<file path="src/hw/calc_pkg.sv">
`default_nettype none

package calc_pkg;

    // Datapath widths
    localparam int DATA_W      = 32;                    // Operand and result width
    localparam int ADDR_W      = 4;                     // Store address width
    localparam int DISP_W      = 16;                    // Display width
    localparam int STORE_DEPTH = 16;                    // Store words
    localparam int KEY_W       = 4;                     // Key code width

    // Key codes; 0 to 9 are digits, 15 is a dummy key
    localparam logic [KEY_W-1:0] KEY_ADD   = 4'd10;     // Plus
    localparam logic [KEY_W-1:0] KEY_SUB   = 4'd11;     // Minus
    localparam logic [KEY_W-1:0] KEY_MUL   = 4'd12;     // Times
    localparam logic [KEY_W-1:0] KEY_EQUAL = 4'd13;     // Equal sign
    localparam logic [KEY_W-1:0] KEY_CLEAR = 4'd14;     // Clear entry

    // Fixed store locations
    localparam logic [ADDR_W-1:0] ADDR_OPERAND_A = 4'd1;  // First operand
    localparam logic [ADDR_W-1:0] ADDR_OPERAND_B = 4'd2;  // Second operand
    localparam logic [ADDR_W-1:0] ADDR_RESULT    = 4'd3;  // Calculation result

    // Decoded key class
    typedef enum logic [1:0] {
        KIND_DIGIT    = 2'd0,                           // Numeric key
        KIND_OPERATOR = 2'd1,                           // Add, sub or mul key
        KIND_EQUAL    = 2'd2,                           // Start calculation
        KIND_CLEAR    = 2'd3                            // Reset entry
    } key_kind_t;

    // Arithmetic operation
    typedef enum logic [1:0] {
        OP_ADD = 2'd0,                                  // a + b
        OP_SUB = 2'd1,                                  // a - b
        OP_MUL = 2'd2                                   // a * b, low word
    } calc_op_t;

endpackage

`default_nettype wire
</file>
<file path="src/hw/key_event_if.sv">
`timescale 1ns/1ps
`default_nettype none

interface key_event_if
    import calc_pkg::*;
();

    logic             valid;                            // One cycle event strobe
    key_kind_t        kind;                             // Event class
    logic [KEY_W-1:0] digit;                            // Digit value
    calc_op_t         op;                               // Operator selection
    logic             ready;                            // Controller can take an event

    // Key receiver side
    modport source (output valid, kind, digit, op, input ready);

    // Controller side
    modport sink (input valid, kind, digit, op, output ready);

endinterface

`default_nettype wire

</file>
<file path="src/hw/calculator_top.sv">
`timescale 1ns/1ps
`default_nettype none

module calculator_top
    import calc_pkg::*;
(
    input  logic              clk,
    input  logic              reset,
    input  logic              key_req,                  // Keypad handshake
    input  logic [KEY_W-1:0]  key_code,
    output logic              key_ack,
    input  logic              mem_req,                  // Host read handshake
    input  logic [ADDR_W-1:0] mem_addr,
    output logic              mem_ack,
    output logic [DATA_W-1:0] mem_data,
    output logic              complete,                 // Result shown
    output logic [DISP_W-1:0] display_output
);

    logic              alu_start;
    calc_op_t          alu_op;
    logic [DATA_W-1:0] operand_a;
    logic [DATA_W-1:0] operand_b;
    logic              alu_done;
    logic [DATA_W-1:0] alu_result;
    logic              wr_en;
    logic [ADDR_W-1:0] wr_addr;
    logic [DATA_W-1:0] wr_data;

    key_event_if key_events ();                         // Port to controller events

    key_port key_port_inst (
        .clk      (clk),
        .reset    (reset),
        .key_req  (key_req),
        .key_code (key_code),
        .key_ack  (key_ack),
        .events   (key_events.source)
    );

    calc_control calc_control_inst (
        .clk            (clk),
        .reset          (reset),
        .events         (key_events.sink),
        .alu_start      (alu_start),
        .alu_op         (alu_op),
        .operand_a      (operand_a),
        .operand_b      (operand_b),
        .alu_done       (alu_done),
        .alu_result     (alu_result),
        .wr_en          (wr_en),
        .wr_addr        (wr_addr),
        .wr_data        (wr_data),
        .complete       (complete),
        .display_output (display_output)
    );

    calc_alu calc_alu_inst (
        .clk       (clk),
        .reset     (reset),
        .start     (alu_start),
        .op        (alu_op),
        .operand_a (operand_a),
        .operand_b (operand_b),
        .done      (alu_done),
        .result    (alu_result)
    );

    operand_store operand_store_inst (
        .clk      (clk),
        .reset    (reset),
        .wr_en    (wr_en),
        .wr_addr  (wr_addr),
        .wr_data  (wr_data),
        .mem_req  (mem_req),
        .mem_addr (mem_addr),
        .mem_ack  (mem_ack),
        .mem_data (mem_data)
    );

endmodule

`default_nettype wire

</file>
<file path="src/hw/operand_store.sv">
`timescale 1ns/1ps
`default_nettype none

module operand_store
    import calc_pkg::*;
(
    input  logic              clk,
    input  logic              reset,
    input  logic              wr_en,                    // Controller write
    input  logic [ADDR_W-1:0] wr_addr,
    input  logic [DATA_W-1:0] wr_data,
    input  logic              mem_req,                  // Host read request
    input  logic [ADDR_W-1:0] mem_addr,
    output logic              mem_ack,                  // Host read acknowledge
    output logic [DATA_W-1:0] mem_data                  // Valid while mem_ack high
);

    logic [DATA_W-1:0] mem [STORE_DEPTH];
    logic              rd_fire;                         // Host read uses the port

    // Controller wins the single port
    assign rd_fire = mem_req && !mem_ack && !wr_en;

    // Clean store at power up
    initial begin
        for (int i = 0; i < STORE_DEPTH; i++) begin
            mem[i] = '0;
        end
    end

    // Single port array access
    always_ff @(posedge clk) begin
        if (wr_en) begin
            mem[wr_addr] <= wr_data;
        end else if (rd_fire) begin
            mem_data <= mem[mem_addr];                  // Held until the next read
        end
    end

    // Host handshake
    always_ff @(posedge clk or posedge reset) begin
        if (reset) begin
            mem_ack <= 1'b0;
        end else if (rd_fire) begin
            mem_ack <= 1'b1;                            // Data ready with ack
        end else if (mem_ack && !mem_req) begin
            mem_ack <= 1'b0;                            // Release after req drops
        end
    end

endmodule

`default_nettype wire

</file>
<file path="src/hw/calc_alu.sv">
`timescale 1ns/1ps
`default_nettype none

module calc_alu
    import calc_pkg::*;
(
    input  logic              clk,
    input  logic              reset,
    input  logic              start,                    // One cycle request
    input  calc_op_t          op,
    input  logic [DATA_W-1:0] operand_a,
    input  logic [DATA_W-1:0] operand_b,
    output logic              done,                     // One cycle completion pulse
    output logic [DATA_W-1:0] result
);

    logic              busy;                            // Multiply loop running
    logic [4:0]        step_count;                      // Multiply iteration index
    logic [DATA_W-1:0] mcand;                           // Shifted multiplicand
    logic [DATA_W-1:0] mplier;                          // Remaining multiplier bits

    // Control state
    always_ff @(posedge clk or posedge reset) begin
        if (reset) begin
            busy       <= 1'b0;
            step_count <= '0;
            done       <= 1'b0;
        end else begin
            done <= 1'b0;
            if (start) begin
                busy       <= (op == OP_MUL);
                step_count <= '0;
                done       <= (op != OP_MUL);           // Add and sub done next cycle
            end else if (busy) begin
                step_count <= step_count + 5'd1;
                if (step_count == 5'd31) begin
                    busy <= 1'b0;                       // Last of 32 steps
                    done <= 1'b1;
                end
            end
        end
    end

    // Datapath
    always_ff @(posedge clk) begin
        if (start) begin
            mcand  <= operand_a;
            mplier <= operand_b;
            if (op == OP_SUB) begin
                result <= operand_a - operand_b;        // Wraps modulo 2^32
            end else if (op == OP_MUL) begin
                result <= '0;                           // Clear the accumulator
            end else begin
                result <= operand_a + operand_b;
            end
        end else if (busy) begin
            if (mplier[0]) result <= result + mcand;    // Partial product add
            mcand  <= mcand << 1;
            mplier <= mplier >> 1;
        end
    end

endmodule

`default_nettype wire

</file>
<file path="src/hw/calc_control.sv">
`timescale 1ns/1ps
`default_nettype none

module calc_control
    import calc_pkg::*;
(
    input  logic              clk,
    input  logic              reset,
    key_event_if.sink         events,                   // Key events from the port
    output logic              alu_start,                // One cycle start pulse
    output calc_op_t          alu_op,                   // Selected operation
    output logic [DATA_W-1:0] operand_a,
    output logic [DATA_W-1:0] operand_b,
    input  logic              alu_done,                 // Result valid strobe
    input  logic [DATA_W-1:0] alu_result,
    output logic              wr_en,                    // Store write strobe
    output logic [ADDR_W-1:0] wr_addr,
    output logic [DATA_W-1:0] wr_data,
    output logic              complete,                 // Result on display
    output logic [DISP_W-1:0] display_output
);

    typedef enum logic [1:0] {
        ST_FIRST,                                       // Entering operand A
        ST_SECOND,                                      // Entering operand B
        ST_CALC,                                        // ALU running
        ST_SHOW                                         // Showing the result
    } ctrl_state_t;

    ctrl_state_t       state;
    logic              is_digit;
    logic              is_operator;
    logic              is_equal;
    logic              is_clear;
    logic [DATA_W-1:0] accum_base;                      // Operand before the new digit
    logic [DATA_W-1:0] accum_next;                      // Operand after the new digit

    assign is_digit    = events.valid && (events.kind == KIND_DIGIT);
    assign is_operator = events.valid && (events.kind == KIND_OPERATOR);
    assign is_equal    = events.valid && (events.kind == KIND_EQUAL);
    assign is_clear    = events.valid && (events.kind == KIND_CLEAR);

    assign events.ready = (state != ST_CALC);           // Blocked while ALU works

    // Decimal accumulate, x10 as x8 plus x2
    assign accum_base = (state == ST_SECOND) ? operand_b :
                        (state == ST_SHOW)   ? '0 : operand_a;
    assign accum_next = (accum_base << 3) + (accum_base << 1) + DATA_W'(events.digit);

    // Store write port
    always_comb begin
        wr_en   = 1'b0;
        wr_addr = ADDR_OPERAND_A;
        wr_data = accum_next;
        if (state == ST_CALC && alu_done) begin
            wr_en   = 1'b1;                             // Result lands with done
            wr_addr = ADDR_RESULT;
            wr_data = alu_result;
        end else if (is_digit) begin
            wr_en   = 1'b1;                             // New operand value
            wr_addr = (state == ST_SECOND) ? ADDR_OPERAND_B : ADDR_OPERAND_A;
        end
    end

    // Entry FSM
    always_ff @(posedge clk or posedge reset) begin
        if (reset) begin
            state          <= ST_FIRST;
            operand_a      <= '0;
            operand_b      <= '0;
            alu_op         <= OP_ADD;
            alu_start      <= 1'b0;
            complete       <= 1'b0;
            display_output <= '0;
        end else begin
            alu_start <= 1'b0;
            if (events.valid) complete <= 1'b0;         // Any key ends the result phase
            if (is_clear && state != ST_CALC) begin
                state          <= ST_FIRST;
                operand_a      <= '0;
                operand_b      <= '0;
                alu_op         <= OP_ADD;
                display_output <= '0;
            end else begin
                case (state)
                    ST_FIRST: begin
                        if (is_digit) begin
                            operand_a      <= accum_next;
                            display_output <= accum_next[DISP_W-1:0];
                        end else if (is_operator) begin
                            alu_op <= events.op;
                            state  <= ST_SECOND;        // Equal here is ignored
                        end
                    end
                    ST_SECOND: begin
                        if (is_digit) begin
                            operand_b      <= accum_next;
                            display_output <= accum_next[DISP_W-1:0];
                        end else if (is_operator) begin
                            alu_op <= events.op;        // Last operator wins
                        end else if (is_equal) begin
                            alu_start <= 1'b1;
                            state     <= ST_CALC;
                        end
                    end
                    ST_CALC: begin
                        if (alu_done) begin
                            complete       <= 1'b1;
                            display_output <= alu_result[DISP_W-1:0];
                            state          <= ST_SHOW;
                        end
                    end
                    ST_SHOW: begin
                        if (is_digit) begin
                            operand_a      <= accum_next;  // Fresh first operand
                            operand_b      <= '0;
                            alu_op         <= OP_ADD;
                            display_output <= accum_next[DISP_W-1:0];
                            state          <= ST_FIRST;
                        end
                    end
                    default: state <= ST_FIRST;
                endcase
            end
        end
    end

endmodule

`default_nettype wire

</file>
<file path="src/hw/key_port.sv">
`timescale 1ns/1ps
`default_nettype none

module key_port
    import calc_pkg::*;
(
    input  logic             clk,
    input  logic             reset,
    input  logic             key_req,                   // Four-phase request
    input  logic [KEY_W-1:0] key_code,                  // Stable while key_req high
    output logic             key_ack,                   // Four-phase acknowledge
    key_event_if.source      events                     // Decoded key to controller
);

    typedef enum logic {
        PORT_IDLE,                                      // Waiting for a request
        PORT_ACKED                                      // Ack high until req drops
    } port_state_t;

    port_state_t state;
    logic        take;                                  // Accept the pending key
    logic        code_known;                            // Key yields an event
    key_kind_t   dec_kind;
    calc_op_t    dec_op;

    assign take    = (state == PORT_IDLE) && key_req && events.ready;
    assign key_ack = (state == PORT_ACKED);

    // Key code decode
    always_comb begin
        code_known = 1'b1;
        dec_kind   = KIND_DIGIT;
        dec_op     = OP_ADD;
        if (key_code < KEY_ADD) begin
            dec_kind = KIND_DIGIT;                      // Codes 0 to 9
        end else begin
            case (key_code)
                KEY_ADD:   dec_kind = KIND_OPERATOR;
                KEY_SUB: begin
                    dec_kind = KIND_OPERATOR;
                    dec_op   = OP_SUB;
                end
                KEY_MUL: begin
                    dec_kind = KIND_OPERATOR;
                    dec_op   = OP_MUL;
                end
                KEY_EQUAL: dec_kind = KIND_EQUAL;
                KEY_CLEAR: dec_kind = KIND_CLEAR;
                default:   code_known = 1'b0;           // Dummy key, ack only
            endcase
        end
    end

    // Handshake FSM and event strobe
    always_ff @(posedge clk or posedge reset) begin
        if (reset) begin
            state        <= PORT_IDLE;
            events.valid <= 1'b0;
        end else begin
            events.valid <= take && code_known;         // Pulses with the ack rise
            case (state)
                PORT_IDLE:  if (take) state <= PORT_ACKED;
                PORT_ACKED: if (!key_req) state <= PORT_IDLE;  // Ack drops next cycle
                default:    state <= PORT_IDLE;
            endcase
        end
    end

    // Event payload
    always_ff @(posedge clk) begin
        if (take) begin
            events.kind  <= dec_kind;
            events.digit <= key_code;
            events.op    <= dec_op;
        end
    end

endmodule

`default_nettype wire

</file>
<file path="config.mk">
export PLATFORM = sky130hd
export DESIGN_NAME = calculator_top
export DESIGN_NICKNAME = d
export VERILOG_FILES = /design/src/hw/calc_pkg.sv /design/src/hw/key_event_if.sv /design/src/hw/calculator_top.sv /design/src/hw/operand_store.sv /design/src/hw/calc_alu.sv /design/src/hw/calc_control.sv /design/src/hw/key_port.sv
export SDC_FILE = /design/constraint.sdc
export NUM_CORES = 1
export LEC_CHECK = 0
export BUFFER_PORTS_ARGS = -buffer_cell sky130_fd_sc_hd__buf_2
export CORE_MARGIN = 10
export CORE_UTILIZATION = 63
export CTS_BUF_LIST = sky130_fd_sc_hd__clkbuf_16
export DETAILED_ROUTE_END_ITERATION = 16
export PLACE_DENSITY = 0.83
export SYNTH_ARGS = -nofsm -noshare
export SYNTH_HDL_FRONTEND = slang
export SYNTH_SLANG_ARGS = --single-unit
</file>
<file path="constraint.sdc">
create_clock -name clk -period 8.7 [get_ports clk]
set_input_delay 0.435 -clock clk [delete_from_list [all_inputs] [get_ports clk]]
set_output_delay 0.435 -clock clk [all_outputs]
set_load 0.005 [all_outputs]
</file>
==> run metrics, run 1 <==
RSZ-0062 raised after global routing no; # setup viols final 0; GP Congestion between 0.9 and 1; Vias/cell 6.45; antenna violations before repair 0; number of global-route vias before repair 16.0k; # nets final roughly 2.3k; metal3 WL 5630 um; met2 WL post-DR about 26000 um; Final ANT Viol Nets 0; CTS Buf Count 38; final hold violations 0; LEAKAGE 9.75 nW; die area roughly 43000 sq um; via count 16.7k; CTS H-tree lvls 2; Slew Viols, Final 0; final WL 58300 um; boundary pin count 63; FP Rows 68; pwr/cell area just under 400 nW/um^2; Layout fillers around 2.5k; clock buffer depth 3; relative slew slack 20.8%; Root Driver clkbuf_16; DR WL/cell approximately 22 um; HPWL after DPL slightly above 40000 um; Synth top area share ~36%; Worst setup EP type register; top routing layer used met4; Die Span X just over 200 um; PostCTS Resize Cnt 0; # diodes 0; Setup crit start kind register; GRT overflow 0; Synth area leaders edfxtp_1, dfrtp_1, ha_1; Residual DRC 0; Worst Path Arrival 5960 ps; initial core utilization 63.6%; Post-synth EDFFs between 200 and 300; die height 206 um; CP Max Fanout 67; TritonCTS clock tree built; met1 WL 25300 um; Synth async-reset ratio about a quarter; PortBufs 62; Synth cell types 82; Area growth syn-to-layout 9.16%; core area ~34000 sq um; CTS Sinks 360; share of cells above drive strength 1 12.5%; Max-cap violations 0; mapped cell area about 22000 sq um; Hold Crit Class primary input to register; Yosys reg bits 360; Initial DRT Pass Iterations 8; final worst-path cycle share roughly two thirds; Setup Crit Path Kind register to register; Post-CTS Setup Inserts 0; TNS Setup 0 ps; commonest non-fill, non-tap cell in the layout edfxtp_1; Worst Path Required approximately 8900 ps; GRT Resource Usage Total a little over a quarter; most frequent cells in the layout edfxtp_1, nand2_1, a21oi_1; CTS clk-pin slew, worst paths approximately 60 ps; largest net degree at the start of global routing 76; clk_lat worst skew 550 ps; fmax approximately 170 MHz; worst clock skew 14.6 ps; first-pass GRT wire length between 90000 and 100000 um; synthesized area per cell between 10 and 15 sq um; Primary FF master, synth edfxtp_1; Worst VDD drop 0.236 mV; Slew @ Worst Pin between 1000 and 1500 ps; final worst path period need 5730 ps; Util after Layout a little over two thirds; 1st-iter DRT viols 2119; sequential share of the synthesized area between 40 and 50%; Synth area leader edfxtp_1; status completed; Syn. warnings 0; Mapped Cells between 2k and 2.5k
## synth_stat cells (5+ instances only)
| master | n |
|---|---|
| a211o_1 | 5 |
| a211oi_1 | 14 |
| a21o_1 | 38 |
| a21oi_1 | 164 |
| a221o_1 | 5 |
| a221oi_1 | 8 |
| a22o_1 | 19 |
| a31oi_1 | 11 |
| and2_1 | 9 |
| and3_1 | 10 |
| buf_1 | 16 |
| buf_2 | 5 |
| clkbuf_1 | 83 |
| dfrtp_1 | 96 |
| edfxtp_1 | 264 |
| fa_1 | 5 |
| ha_1 | 158 |
| inv_1 | 83 |
| mux2_2 | 63 |
| mux2i_1 | 11 |
| mux4_2 | 32 |
| nand2_1 | 251 |
| nand2b_1 | 43 |
| nand3_1 | 30 |
| nand4_1 | 13 |
| nor2_1 | 102 |
| nor2b_1 | 54 |
| nor3_1 | 27 |
| nor3b_1 | 9 |
| nor4_1 | 8 |
| o211ai_1 | 9 |
| o21a_1 | 17 |
| o21ai_0 | 144 |
| o21bai_1 | 28 |
| o221a_2 | 5 |
| o221ai_1 | 8 |
| o22ai_1 | 18 |
| o31ai_1 | 17 |
| xnor2_1 | 67 |
| xor2_1 | 31 |
## power by group
group | leakage (nW) | switching (mW) | internal, mW
Sequential | 3.74 | 0.389 | 2.58
Combinational | 5.38 | 3.03 | 1.80
Clock | 0.624 | 0.693 | 0.889
## critical path, cell delays in order, from the launching register on
cell	delay [ps]
dfrtp_1	430
inv_1	110
ha_2	890
nor2_1	140
a22o_1	290
fa_1	510
fa_1	420
a21o_1	190
a21o_1	220
a2111oi_2	490
o21ba_2	310
o221a_2	270
o21bai_1	140
a21o_1	210
a21oi_1	160
xor2_1	380
o21ai_0	250
## repair_timing
action	CTS	global route
endpoints found under the hold margin	38	0
setup endpoints to repair	0	0
hold buffers	1	0
## layer usage
metal	global-route usage (%)	vias up
li1	-	7669
met1	39.9	8042
met2	41.9	892
met3	4.04	117
met4	7.58	0
met5	0	-
## final timing paths
path / start / endpoint / slack, ps / cells past startpoint
min reg2reg: key_port_inst.events.op[0]$_SDFFCE_PN0P_ / calc_control_inst.alu_op[0]$_DFFE_PP0P_ / 470 / 1
max: calc_control_inst.state[1]$_DFFE_PP0P_ / operand_store_inst.mem[2][24]$_DFFE_PP_ / 2970 / 16
min in group asynchronous: reset / operand_store_inst.mem_ack$_DFFE_PP0P_ / 490 / 3
min: key_code[3] / key_port_inst.events.digit[3]$_DFFE_PP_ / 120 / 1
max in group asynchronous: reset / calc_control_inst.operand_b[19]$_DFFE_PP0P_ / 6980 / 4
max reg2reg: calc_control_inst.state[1]$_DFFE_PP0P_ / operand_store_inst.mem[2][24]$_DFFE_PP_ / 2970 / 16
## flip-flops by register name (all words and copies together), names as in the netlist
| signal | flops |
|---|---|
| operand_store_inst.mem | 128 |
| calc_alu_inst.mcand | 32 |
| calc_alu_inst.mplier | 32 |
| calc_alu_inst.result | 32 |
| calc_control_inst.operand_a | 32 |
| calc_control_inst.operand_b | 32 |
| operand_store_inst.mem_data | 32 |
| calc_control_inst.display_output | 16 |
| calc_alu_inst.step_count | 5 |
| key_port_inst.events.digit | 4 |
| calc_control_inst.alu_op | 2 |
| calc_control_inst.state | 2 |
| key_port_inst.events.kind | 2 |
| key_port_inst.events.op | 2 |
| calc_alu_inst.busy | 1 |
| calc_alu_inst.done | 1 |
| calc_control_inst.alu_start | 1 |
| calc_control_inst.complete | 1 |
| key_port_inst.events.valid | 1 |
| key_port_inst.key_ack | 1 |
| operand_store_inst.mem_ack | 1 |
## area by class of cell
cell class | instances | area (sq um) | area share, %
Inverter | 83 | 314 | 1.32
Multi-Input combinational cell | 1543 | 11000 | 46.0
Tap cell | 455 | 569 | 2.38
Timing Repair Buffer | 83 | 470 | 1.97
Sequential cell | 360 | 10300 | 43.3
Clock inverter | 29 | 186 | 0.781
Clock buffer | 41 | 1030 | 4.30
## cells by family after synthesis
group	synth area share [%]
AOI/OAI and AO/OA	16.3
xor gates and xnor gates	3.92
adders and majority gates	9.50
buffers and inverters	3.29
DFF	47.2
muxes	7.04
other	0.0171
and+or+nand+nor	12.7
## stage by stage
step                setup WS (ps)  hold WS [ps]  power, mW  area (sq um)  instances
detailed placement           3050           460       7.62         22600       2523
floorplan                    3990           449       6.29         22000       2091
global placement             3140           457       7.43         22600       2523
CTS                          3050           103       9.26         23900       2594
finish                       2970           124       9.37         23900       2594
global route                 2470           109       9.95         23900       2594
Power figures use the tool's default switching activity.
==> run 2: changes to the inputs <==
CORE_UTILIZATION = 57   (was 63)
PLACE_DENSITY = 0.8   (was 0.83)
clock period = 5.1 ns   (was 8.7 ns; I/O delays follow)
==> run metrics, run 2 (same netlist as run 1, synthesis figures left out) <==
Setup crit start kind register; final worst path period need 4900 ps (-830 ps); CTS H-tree lvls 2 (unchanged); Post-CTS Setup Inserts 0 (unchanged); die area 46600 sq um (+9.5%); Setup Crit Path Kind register to register; boundary pin count 63 (unchanged); crit-path cells ha_1 -> buf_4 -> nand2b_1 -> o21ai_0 -> ha_1 -> ha_1 -> o21ai_0 -> o21bai_1 -> a21oi_1 -> o211ai_1 -> nand3_1 -> a221oi_1 -> a221o_1 -> nor4_1 -> nor3_2 -> o21ai_0; Power, Total 16.0 mW (+71%); clock buffer depth 3 (unchanged); Slew Viols, Final 0 (unchanged); Largest Register operand_store_inst.mem; # nets final 2297 (+0.57%); Worst setup EP type register; die height 216 um (+4.6%); Vias/cell 6.12 (-5.1%); FF/Latch Area 10300 sq um (unchanged); commonest non-fill, non-tap cell in the layout edfxtp_1; Worst Path Arrival 5130 ps (-830 ps); Initial DRT Pass Iterations 6 (-2); CTS clk-pin slew, worst paths 60 ps (about the same); CP max-delay cell a221oi_1; antenna violations before repair 0 (unchanged); Worst setup startpoint calc_control_inst.state[1]$_DFFE_PP0P_; Residual DRC 0 (unchanged); Die Span X 216 um (+4.6%); critical path's top delay family compound AO/OA/AOI/OAI gates; Worst R2R Setup Slack 200 ps (-2770 ps); area occupied by multi-input gates 11000 sq um (+0.27%); CP endpoint operand_store_inst.mem[3][31]$_DFFE_PP_; FP Rows 71 (+4.4%); Max-cap violations 0 (unchanged); worst flop-to-flop path endpoint operand_store_inst.mem[3][31]$_DFFE_PP_; LEAKAGE 9.85 nW (+1.0%); share of cells above drive strength 1 13.0% (+0.49 points); Buffers & Inverters on Critical Path 1 (unchanged); R2R depth 16 (unchanged); Area growth syn-to-layout 10.4%; GP Congestion 0.995 (+0.99%); Worst VDD drop 0.329 mV (+40%); largest net degree at the start of global routing 80 (+5.3%); TritonCTS clock tree built; CP peak stage delay 460 ps (-430 ps); PortBufs 62 (unchanged); number of global-route vias before repair 15.7k (-2.0%); via count 16.3k (-2.6%); initial core utilization 57.9% (-5.7 points); worst clock skew 23.6 ps (+9.06 ps); status completed; core area 37800 sq um (+9.8%); final WL 54600 um (-6.2%); # setup viols final 0 (unchanged); critical path depth 16 (unchanged); HPWL after DPL 40200 um (-2.2%); Root Driver clkbuf_16; relative slew slack 19.2% (-1.5 points); fmax 204 MHz (+17%); pwr/cell area 664 nW/um^2 (+69%); CP Max Fanout 31 (-54%); Layout fillers 2861 (+14%); Hold Crit Class primary input to asynchronous set/reset pin; Slew @ Worst Pin 1200 ps (+16.6 ps); final hold violations 0 (unchanged); most frequent cells in the layout edfxtp_1, nand2_1, a21oi_1; max FFs per register 128 (unchanged); first-pass GRT wire length 86600 um (-4.7%); Worst Path Required 5320 ps (-3610 ps); clk_lat worst skew 550 ps (about the same); GRT overflow 0 (unchanged); launching point of the worst reg2reg path calc_control_inst.state[1]$_DFFE_PP0P_; TNS Setup 0 ps (unchanged); RSZ-0062 raised after global routing no; DR WL/cell 20.5 um (-8.6%); Final ANT Viol Nets 0 (unchanged); GRT Resource Usage Total 22.9% (-4.5 points); 1st-iter DRT viols 1995 (-5.9%); CTS Sinks 360 (unchanged); CTS Buf Count 38 (unchanged); final worst-path cycle share 96.1% (+30 points)
## run 2: changes by cell type in the layout (fill, tap and decap cells not counted), sizes merged
| cell | previous run | this run |
|---|---|---|
| buf | 82 | 89 |
| dlygate4sd3 | 1 | 7 |
| bufinv | 1 | 4 |
| clkinv | 14 | 11 |
| clkbuf | 41 | 40 |
| clkinvlp | 2 | 1 |
| diode | 0 | 1 |
## run 2: what timing repair did
action	CTS	global route
hold buffers	7	0
gates resized for setup	0	9
endpoints found under the setup margin	0	32
hold endpoints to repair	34	0
## run 2: area by class of cell
class                      count  share of cell area, %
multi-input combinational   1543                   45.6
inverter                      83                   1.30
clock inverter                28                   1.04
tap                          511                   2.65
timing repair buffer          96                   2.45
clock buffer                  40                   4.15
sequential                   360                   42.8
antenna                        1                 0.0104
## run 2: worst min path at each step
stage,start,end,slack (ps),depth (start not counted)
final,reset,calc_control_inst.alu_start$_DFF_PP0_,290,3
after global routing,reset,calc_control_inst.operand_b[23]$_DFFE_PP0P_,320,3
after CTS,reset,calc_control_inst.alu_start$_DFF_PP0_,270,3
after detailed placement,reset,calc_control_inst.alu_start$_DFF_PP0_,300,2
after global placement,reset,calc_control_inst.alu_start$_DFF_PP0_,280,2
after floorplan,key_code[0],key_port_inst.events.digit[0]$_DFFE_PP_,350,0
## run 2: worst register-to-register path: stages, from the launching register on
cell	delay (ps)
dfrtp_1	420
ha_1	300
buf_4	260
nand2b_1	170
o21ai_0	280
ha_1	300
ha_1	380
o21ai_0	120
o21bai_1	160
a21oi_1	120
o211ai_1	340
nand3_1	240
a221oi_1	460
a221o_1	290
nor4_1	70
nor3_2	380
o21ai_0	280
## run 2: metrics by stage
stage	setup WS, ps	std cells	cell area (sq um)	hold slack [ps]	util, %
3_5_place_dp	5.13	2586	22800	297	60.3
6_report	196	2662	24100	289	63.9
4_1_cts	0.334	2661	24100	270	63.8
2_1_floorplan	394	2091	22000	354	-
5_1_grt	1.15	2661	24100	322	63.9
3_3_place_gp	245	2586	22800	284	60.3
## run 2: routing by layer
metal,GRT usage (%),up-vias,routed length (um)
met5,0,-,0
met4,5.44,0,958
met3,4.21,80,4810
met2,34.7,710,24000
met1,33.2,7825,24900
li1,-,7665,-
## run 2: power by group
| group | switching, mW | total (mW) | internal [mW] |
|---|---|---|---|
| logic | 5.14 | 8.26 | 3.13 |
| registers | 0.604 | 4.99 | 4.39 |
| clock network | 1.15 | 2.78 | 1.63 |
| total | 6.89 | 16.0 | 9.15 |
